**config.mk**
```make
export PLATFORM = sky130hd
export DESIGN_NAME = renameUnit
export DESIGN_NICKNAME = d
export VERILOG_FILES = /design/src/rtl/renamePkg.sv /design/src/rtl/freeList.sv /design/src/rtl/opQueue.sv /design/src/rtl/registerAliasTable.sv /design/src/rtl/renameStage.sv /design/src/rtl/renameUnit.sv
export VERILOG_INCLUDE_DIRS = /design/src /design/src/rtl
export SDC_FILE = /design/constraint.sdc
export NUM_CORES = 2
export LEC_CHECK = 0
export BUFFER_PORTS_ARGS = -buffer_cell sky130_fd_sc_hd__buf_2
export CORE_MARGIN = 5
export CORE_UTILIZATION = 49
export DETAILED_ROUTE_END_ITERATION = 10
export PLACE_DENSITY_LB_ADDON = 0.12
export SYNTH_ARGS = -nofsm -noshare
export SYNTH_HDL_FRONTEND = slang
export SYNTH_HIERARCHICAL = 1
export SYNTH_SLANG_ARGS = --single-unit
```
**constraint.sdc**
```tcl
create_clock -name CLK -period 9.5 [get_ports CLK]
set_input_delay 1.425 -clock CLK [delete_from_list [all_inputs] [get_ports CLK]]
set_output_delay 1.425 -clock CLK [all_outputs]
set_load 0.02 [all_outputs]
```
**src/rtl/rename_defines.svh**
```systemverilog
`ifndef RENAME_DEFINES_SVH
`define RENAME_DEFINES_SVH

// Register file sizes
`define NUM_ARCH_REGS 32
`define NUM_PHYS_REGS 64

// Width of a physical register number (log2 of NUM_PHYS_REGS)
`define PHYS_BITS 6

// Datapath field widths
`define WORD_WIDTH 32
`define ALU_CTRL_BITS 6

// Queue depths
`define DECODE_QUEUE_DEPTH 8
`define LSQ_DEPTH 16

`endif

```
**src/rtl/renamePkg.sv**
```systemverilog
`default_nettype none
`include "rename_defines.svh"

package renamePkg;

    typedef logic [$clog2(`NUM_ARCH_REGS)-1:0] archReg_t;
    typedef logic [`PHYS_BITS-1:0] physReg_t;
    typedef logic [`WORD_WIDTH-1:0] word_t;
    typedef logic [`ALU_CTRL_BITS-1:0] aluCtrl_t;

    // Micro-op as it leaves decode
    typedef struct packed {
        archReg_t srcA;
        archReg_t srcB;
        archReg_t dst;
        logic     regWrite;
        logic     memRead;
        logic     memWrite;
        logic     hasImmediate;
        aluCtrl_t aluControl;
        word_t    immediate;
    } decodedOp_t;

    // Micro-op after renaming as sent to issue or to the LSQ
    typedef struct packed {
        physReg_t physSrcA;
        physReg_t physSrcB;
        physReg_t physDst;
        physReg_t oldPhysDst;
        aluCtrl_t aluControl;
        logic     memRead;
        logic     memWrite;
        logic     hasImmediate;
        word_t    immediate;
    } renamedOp_t;

endpackage

`default_nettype wire

```
**src/rtl/freeList.sv**
```systemverilog
`timescale 1ns/10ps
`default_nettype none
`include "rename_defines.svh"

module freeList (
    input  wire logic                CLK,
    input  wire logic                reset,
    input  wire logic                allocate,
    output renamePkg::physReg_t      freeReg,
    output logic                     empty,
    input  wire logic                releaseValid,
    input  wire renamePkg::physReg_t releaseReg
);

    import renamePkg::*;

    // Registers not held by the table at any one time
    localparam int FREE_COUNT = `NUM_PHYS_REGS - `NUM_ARCH_REGS;
    localparam int PTR_BITS   = $clog2(FREE_COUNT);
    localparam int COUNT_BITS = $clog2(FREE_COUNT + 1);
    localparam logic [PTR_BITS-1:0] LAST_PTR = PTR_BITS'(FREE_COUNT - 1);

    physReg_t              entries [FREE_COUNT];
    logic [PTR_BITS-1:0]   headPtr;
    logic [PTR_BITS-1:0]   tailPtr;
    logic [COUNT_BITS-1:0] count;
    logic                  doAllocate;

    assign doAllocate = allocate && !empty;
    assign empty      = (count == '0);
    assign freeReg    = entries[headPtr];

    // ------------------------------------------------------------------------
    // Starts full with the registers above the architectural range
    // ------------------------------------------------------------------------
    always_ff @(posedge CLK) begin
        if (reset) begin
            for (int i = 0; i < FREE_COUNT; i++) begin
                entries[i] <= physReg_t'(`NUM_ARCH_REGS + i);
            end
            headPtr <= '0;
            tailPtr <= '0;
            count   <= COUNT_BITS'(FREE_COUNT);
        end else begin
            // Retired registers go to the tail in retire order
            if (releaseValid) begin
                entries[tailPtr] <= releaseReg;
                tailPtr          <= (tailPtr == LAST_PTR) ? '0 : tailPtr + 1'b1;
            end
            if (doAllocate) begin
                headPtr <= (headPtr == LAST_PTR) ? '0 : headPtr + 1'b1;
            end
            if (releaseValid && !doAllocate) begin
                count <= count + 1'b1;
            end else if (doAllocate && !releaseValid) begin
                count <= count - 1'b1;
            end
        end
    end

endmodule

`default_nettype wire

```
**src/rtl/opQueue.sv**
```systemverilog
`timescale 1ns/10ps
`default_nettype none

module opQueue #(
    parameter int DEPTH      = 8,
    parameter int ENTRY_BITS = 32
) (
    input  wire logic                  CLK,
    input  wire logic                  reset,
    input  wire logic                  push,
    input  wire logic [ENTRY_BITS-1:0] pushData,
    output logic                       full,
    input  wire logic                  pop,
    output logic      [ENTRY_BITS-1:0] popData,
    output logic                       empty
);

    localparam int PTR_BITS   = (DEPTH > 1) ? $clog2(DEPTH) : 1;
    localparam int COUNT_BITS = $clog2(DEPTH + 1);
    localparam logic [PTR_BITS-1:0] LAST_PTR = PTR_BITS'(DEPTH - 1);

    logic [ENTRY_BITS-1:0] entries [DEPTH];
    logic [PTR_BITS-1:0]   readPtr;
    logic [PTR_BITS-1:0]   writePtr;
    logic [COUNT_BITS-1:0] count;
    logic                  doPush;
    logic                  doPop;

    // Requests against a full or empty queue are dropped
    assign doPush = push && !full;
    assign doPop  = pop && !empty;

    assign full    = (count == COUNT_BITS'(DEPTH));
    assign empty   = (count == '0);
    assign popData = entries[readPtr];

    // Entry storage
    always_ff @(posedge CLK) begin
        if (doPush) begin
            entries[writePtr] <= pushData;
        end
    end

    // ------------------------------------------------------------------------
    // Pointers and occupancy
    // ------------------------------------------------------------------------
    always_ff @(posedge CLK) begin
        if (reset) begin
            readPtr  <= '0;
            writePtr <= '0;
            count    <= '0;
        end else begin
            if (doPush) begin
                writePtr <= (writePtr == LAST_PTR) ? '0 : writePtr + 1'b1;
            end
            if (doPop) begin
                readPtr <= (readPtr == LAST_PTR) ? '0 : readPtr + 1'b1;
            end
            if (doPush && !doPop) begin
                count <= count + 1'b1;
            end else if (doPop && !doPush) begin
                count <= count - 1'b1;
            end
        end
    end

endmodule

`default_nettype wire

```
**src/rtl/registerAliasTable.sv**
```systemverilog
`timescale 1ns/10ps
`default_nettype none
`include "rename_defines.svh"

module registerAliasTable (
    input  wire logic                CLK,
    input  wire logic                reset,
    input  wire renamePkg::archReg_t archA,
    input  wire renamePkg::archReg_t archB,
    input  wire renamePkg::archReg_t archDst,
    output renamePkg::physReg_t      physA,
    output renamePkg::physReg_t      physB,
    output renamePkg::physReg_t      physOld,
    input  wire logic                update,
    input  wire renamePkg::physReg_t newPhys
);

    import renamePkg::*;

    physReg_t mapTable [`NUM_ARCH_REGS];

    // Entry 0 keeps physical 0, so $zero reads back as 0
    assign physA   = mapTable[archA];
    assign physB   = mapTable[archB];
    assign physOld = mapTable[archDst];

    // ------------------------------------------------------------------------
    // Identity mapping out of reset and at most one write per cycle
    // ------------------------------------------------------------------------
    always_ff @(posedge CLK) begin
        if (reset) begin
            for (int i = 0; i < `NUM_ARCH_REGS; i++) begin
                mapTable[i] <= physReg_t'(i);
            end
        end else if (update && archDst != '0) begin
            mapTable[archDst] <= newPhys;
        end
    end

endmodule

`default_nettype wire

```
**src/rtl/renameStage.sv**
```systemverilog
`timescale 1ns/10ps
`default_nettype none

module renameStage (
    input  wire logic                  CLK,
    input  wire logic                  reset,
    // Decode queue head
    input  wire renamePkg::decodedOp_t headOp,
    input  wire logic                  headEmpty,
    output logic                       headPop,
    // Alias table
    input  wire renamePkg::physReg_t   physA,
    input  wire renamePkg::physReg_t   physB,
    input  wire renamePkg::physReg_t   physOld,
    output logic                       tableUpdate,
    // Free list
    input  wire renamePkg::physReg_t   freeReg,
    input  wire logic                  freeEmpty,
    output logic                       allocate,
    // Load/store queue
    input  wire logic                  lsqFull,
    output logic                       lsqPush,
    output renamePkg::renamedOp_t      lsqData,
    // Issue output
    output renamePkg::renamedOp_t      issueOp,
    output logic                       issueValid,
    input  wire logic                  issueWait
);

    import renamePkg::*;

    logic       hasDest;
    logic       isMem;
    logic       stall;
    renamedOp_t renamed;

    assign hasDest = headOp.regWrite && (headOp.dst != '0);
    assign isMem   = headOp.memRead || headOp.memWrite;

    // ------------------------------------------------------------------------
    // Stall rules
    // ------------------------------------------------------------------------
    // Issue register frees up on the same edge its op is taken
    assign stall = (hasDest && freeEmpty) ||
                   (isMem && lsqFull) ||
                   (!isMem && issueValid && issueWait);

    assign headPop     = !headEmpty && !stall;
    assign tableUpdate = headPop && hasDest;
    assign allocate    = headPop && hasDest;
    assign lsqPush     = headPop && isMem;

    // Ops without a destination take no register
    always_comb begin
        renamed.physSrcA     = physA;
        renamed.physSrcB     = physB;
        renamed.physDst      = hasDest ? freeReg : '0;
        renamed.oldPhysDst   = hasDest ? physOld : '0;
        renamed.aluControl   = headOp.aluControl;
        renamed.memRead      = headOp.memRead;
        renamed.memWrite     = headOp.memWrite;
        renamed.hasImmediate = headOp.hasImmediate;
        renamed.immediate    = headOp.immediate;
    end

    assign lsqData = renamed;

    // ------------------------------------------------------------------------
    // Issue output register
    // ------------------------------------------------------------------------
    always_ff @(posedge CLK) begin
        if (reset) begin
            issueValid <= 1'b0;
        end else if (headPop && !isMem) begin
            issueValid <= 1'b1;
        end else if (!issueWait) begin
            issueValid <= 1'b0;
        end
    end

    always_ff @(posedge CLK) begin
        if (headPop && !isMem) begin
            issueOp <= renamed;
        end
    end

endmodule

`default_nettype wire

```
**src/rtl/renameUnit.sv**
```systemverilog
`timescale 1ns/10ps
`default_nettype none
`include "rename_defines.svh"

module renameUnit (
    input  wire logic                  CLK,
    input  wire logic                  reset,
    input  wire renamePkg::decodedOp_t decodeOp,
    input  wire logic                  decodeValid,
    output logic                       decodeWait,
    output renamePkg::renamedOp_t      issueOp,
    output logic                       issueValid,
    input  wire logic                  issueWait,
    output renamePkg::renamedOp_t      lsqOp,
    output logic                       lsqValid,
    input  wire logic                  lsqPop,
    input  wire logic                  retireValid,
    input  wire renamePkg::physReg_t   retireReg
);

    import renamePkg::*;

    decodedOp_t headOp;
    logic       headEmpty;
    logic       headPop;
    physReg_t   physA;
    physReg_t   physB;
    physReg_t   physOld;
    logic       tableUpdate;
    physReg_t   freeReg;
    logic       freeEmpty;
    logic       allocate;
    logic       lsqFull;
    logic       lsqPush;
    renamedOp_t lsqData;
    logic       lsqEmpty;

    // ------------------------------------------------------------------------
    // Decode queue
    // ------------------------------------------------------------------------
    opQueue #(
        .DEPTH(`DECODE_QUEUE_DEPTH),
        .ENTRY_BITS($bits(decodedOp_t))
    ) decodeQueue_i (
        .CLK(CLK),
        .reset(reset),
        .push(decodeValid),
        .pushData(decodeOp),
        .full(decodeWait),
        .pop(headPop),
        .popData(headOp),
        .empty(headEmpty)
    );

    registerAliasTable registerAliasTable_i (
        .CLK(CLK),
        .reset(reset),
        .archA(headOp.srcA),
        .archB(headOp.srcB),
        .archDst(headOp.dst),
        .physA(physA),
        .physB(physB),
        .physOld(physOld),
        .update(tableUpdate),
        .newPhys(freeReg)
    );

    freeList freeList_i (
        .CLK(CLK),
        .reset(reset),
        .allocate(allocate),
        .freeReg(freeReg),
        .empty(freeEmpty),
        .releaseValid(retireValid),
        .releaseReg(retireReg)
    );

    renameStage renameStage_i (
        .CLK(CLK),
        .reset(reset),
        .headOp(headOp),
        .headEmpty(headEmpty),
        .headPop(headPop),
        .physA(physA),
        .physB(physB),
        .physOld(physOld),
        .tableUpdate(tableUpdate),
        .freeReg(freeReg),
        .freeEmpty(freeEmpty),
        .allocate(allocate),
        .lsqFull(lsqFull),
        .lsqPush(lsqPush),
        .lsqData(lsqData),
        .issueOp(issueOp),
        .issueValid(issueValid),
        .issueWait(issueWait)
    );

    // ------------------------------------------------------------------------
    // Load/store queue
    // ------------------------------------------------------------------------
    opQueue #(
        .DEPTH(`LSQ_DEPTH),
        .ENTRY_BITS($bits(renamedOp_t))
    ) lsqQueue_i (
        .CLK(CLK),
        .reset(reset),
        .push(lsqPush),
        .pushData(lsqData),
        .full(lsqFull),
        .pop(lsqPop),
        .popData(lsqOp),
        .empty(lsqEmpty)
    );

    assign lsqValid = !lsqEmpty;

endmodule

`default_nettype wire

```
==> results.md <==
- Vias in the first global route: 42.1k
- RSZ-0062 raised after global routing: no
- CP max FO: 62
- Top_reg_cell synth: edfxtp_1
- Max incr delay on CP: just over 1 ns
- Most frequent cells in the layout: edfxtp_1, mux4_2, clkbuf_16, buf_2, nand2_1
- Std-Cell Rows: 150
- CP Capture Type: output pin
- Die X-Extent: roughly 420 um
- Period Utilization, post-route: 60.9%
- Top cell by count, worst path: buf_4
- CTS root buffer: clkbuf_16
- Worst R2R Setup Slack: 3.85 ns
- Min-Delay Startpoint: freeList_i/headPtr[3]
- Setup Fix Bufs, Post-CTS: 0
- Reg clk slew, reported paths: about 0.060 ns
- Vias post-DR: approximately 41k
- Worst R2R End: registerAliasTable_i/mapTable[3][4]
- IO Pins: just over 200
- Largest net degree at the start of global routing: ~120
- Final core area utilization: about 55%
- Congestion Overflow GR: 0
- Worst r2r path cells: 10
- GR Util All Layers: between 20% and 30%
- Kind of critical path: reg -> out
- Crit start category: flip-flop
- Max Root-Sink Buffers: 3
- VDD IR max: 0.000201 V
- Register bit total from synthesis: ~2k
- PwrDens: just under 300 nW/um^2
- Slew HR: a little under a quarter
- First-pass GRT wire length: approximately 300000 um
- Req. time, crit path: between 8 and 9 ns
- Cells along the critical path: buf_4 -> buf_4 -> mux4_2 -> a22oi_1 -> nand2_1 -> buf_2
- Avg WL per Cell: 30.2 um
- Post-layout net count: roughly 4.5k
- Multi-input gate area: roughly 21000 sq um
- Area Overhead vs Synth: 11.2%
- FF+latch area: 59500 sq um
- Design Power: ~26 mW
- Worst-case hold path end point: freeList_i/headPtr[3]
- Post-Syn Area: a little over 80000 sq um
- Post-synth EDFFs: approximately 1.9k
- Synth warn: 6
- WHS Path Cells: 2
- Max Cap Viol: 0
- Fmax: between 0.15 and 0.2 GHz
- Drt pass-1 iters: 6
- Slew Limit Fails: 0
- Vias/cell: 6.11
- Full die area: 176000 sq um
- Register area share after synthesis: between 70 and 80%
- Status: completed
- Htree depth: 4
- CP bufs+invs: 3
- CP max stage cell: dfxtp_4
- DP Wirelength: 121000 um
- TritonCTS sink count: around 2k
- ANT nets after route: 0
- Critical path data arrival time: around 4.4 ns
- Total wire length: a little over 200000 um
- Final Skew: 0.0349 ns
- Fillers: roughly 13k
- Worst Max-Slew Pin Slew: 1.16 ns
- Initial antenna violation count: 17
- CTS buffer count: approximately 200
- Hold_buf cts: 0
- Die H: between 400 and 500 um
- DRT iter0 DRCs: roughly 4.1k
- Hold crit path type: reg -> reg
- Initial Util: around half
- Ys async rst share: 0%
- Crit-path leading delay family: buffers and inverters
- Mean area per synthesized cell: between 15 and 20 sq um
- Placeable core area: between 150000 and 200000 sq um
- Leak: roughly 28 nW
- Mapped Cells: roughly 4.2k
- CTS tree: done
- Final setup viols: 0
- Distinct cells, synth: 75
- Post-cts sizing count: 0
- Commonest non-fill, non-tap cell in the layout: edfxtp_1
- Worst-Skew Late Latency: around 0.83 ns
- I/O Buffers: 201
- Final hold vios: 0
- Residual DRC: 0
- Share of layout cells above drive strength 1: 27.8%
- Final GP Congestion: ~0.89
- Min Tclk post-route: just under 6 ns
[flip-flops by register name, indices dropped and copies added (netlist names), named ones only]
signal and cells:
freeList_i/count 6, freeList_i/headPtr 5, lsqQueue_i/entries 1040, lsqQueue_i/writePtr 4, decodeQueue_i/writePtr 3, freeList_i/tailPtr 5
lsqQueue_i/count 5, lsqQueue_i/readPtr 4, decodeQueue_i/count 4, renameStage_i/issueValid 1, registerAliasTable_i/mapTable 192, renameStage_i/issueOp 65
freeList_i/entries 192, decodeQueue_i/readPtr 3, decodeQueue_i/entries 456
[cells in the mapped netlist, types with 5 or more instances]
cell | number | area share [%]
a211oi_1 | 6 | 0.055
a21oi_1 | 40 | 0.24
a221oi_1 | 8 | 0.085
a22o_1 | 9 | 0.096
a22oi_1 | 166 | 1.5
and2_1 | 99 | 0.75
and3_1 | 26 | 0.20
and3b_1 | 6 | 0.064
buf_1 | 12 | 0.055
buf_2 | 81 | 0.49
buf_4 | 72 | 0.66
buf_6 | 16 | 0.22
clkbuf_1 | 158 | 0.72
dfxtp_1 | 52 | 1.3
edfxtp_1 | 1945 | 71
ha_1 | 29 | 0.44
inv_1 | 20 | 0.091
mux2_2 | 59 | 0.81
mux2i_1 | 85 | 1.0
mux4_1 | 14 | 0.45
mux4_2 | 514 | 14
nand2_1 | 170 | 0.78
nand2b_1 | 16 | 0.12
nand3_1 | 41 | 0.25
nand3b_1 | 13 | 0.12
nor2_1 | 116 | 0.53
nor2b_1 | 12 | 0.091
nor3_1 | 95 | 0.58
nor4_1 | 15 | 0.11
nor4b_1 | 5 | 0.053
o21ai_0 | 11 | 0.067
o22ai_1 | 48 | 0.37
or2_2 | 65 | 0.50
or3_1 | 131 | 1.0
xor2_1 | 6 | 0.064
[metal layers]
metal	track usage (%)	routed length (um)
met2	38.3	101000
met3	3.60	11500
met5	0	21
met4	6.37	5350
met1	33.1	86000
[final cells by class]
cell class,count,area share [%]
multi-input cells,1872,23.0
clock buffers,266,6.04
clock inverters,100,0.845
well taps,2204,3.02
flip-flops and latches,1997,65.2
diodes,14,0.0384
repair buffers,279,1.79
inverters,21,0.0892
[where the power goes]
part           switching, mW  internal (mW)
Clock                   3.25           4.28
Sequential             0.324           11.3
Combinational           4.81           2.42
[cell families after synthesis]
kind of cell,share of synthesized area [%]
and+or+nand+nor,5.49
other,0.00457
buffers and inverters,2.33
adders and majority gates,0.515
xor gates and xnor gates,0.0854
AOI/OAI and AO/OA,2.72
muxes,16.4
DFF,72.4
[worst reg2reg max path, delay by kind of cell, from the launching register on]
| family | cells | cell delay (ns) |
|---|---|---|
| AO/OA/AOI/OAI | 2 | 0.40 |
| buffers and inverters | 2 | 1.01 |
| flip-flops | 1 | 0.94 |
| multiplexers | 2 | 1.07 |
| AND/OR/NAND/NOR | 4 | 1.92 |
[how the worst max path moves through the flow]
stage / from / end / slack, ns / cells after the start
6_report: flip-flop / lsqOp[7] / 3.72 / 6
2_1_floorplan: flip-flop / lsqQueue_i/entries[1][0] / -0.72 / 10
4_1_cts: flip-flop / lsqOp[7] / 3.51 / 6
3_3_place_gp: flip-flop / registerAliasTable_i/mapTable[3][0] / 3.88 / 10
5_1_grt: flip-flop / registerAliasTable_i/mapTable[3][5] / 3.27 / 10
3_5_place_dp: flip-flop / registerAliasTable_i/mapTable[3][5] / 3.78 / 10
[per-stage QoR]
step / instances / cell area (sq um) / hold slack (ns) / worst slack, ns / TNS, ns
2_1_floorplan: 4234 / 82100 / 0.468 / -0.724 / -141.12
3_3_place_gp: 6373 / 84900 / 0.498 / 3.88 / 0
3_5_place_dp: 6373 / 84900 / 0.500 / 3.78 / 0
4_1_cts: 6739 / 91200 / 0.514 / 3.51 / 0
5_1_grt: 6740 / 91200 / 0.536 / 3.27 / 0
6_report: 6753 / 91200 / 0.514 / 3.72 / 0
No activity file was read; power rests on OpenSTA's default activity.
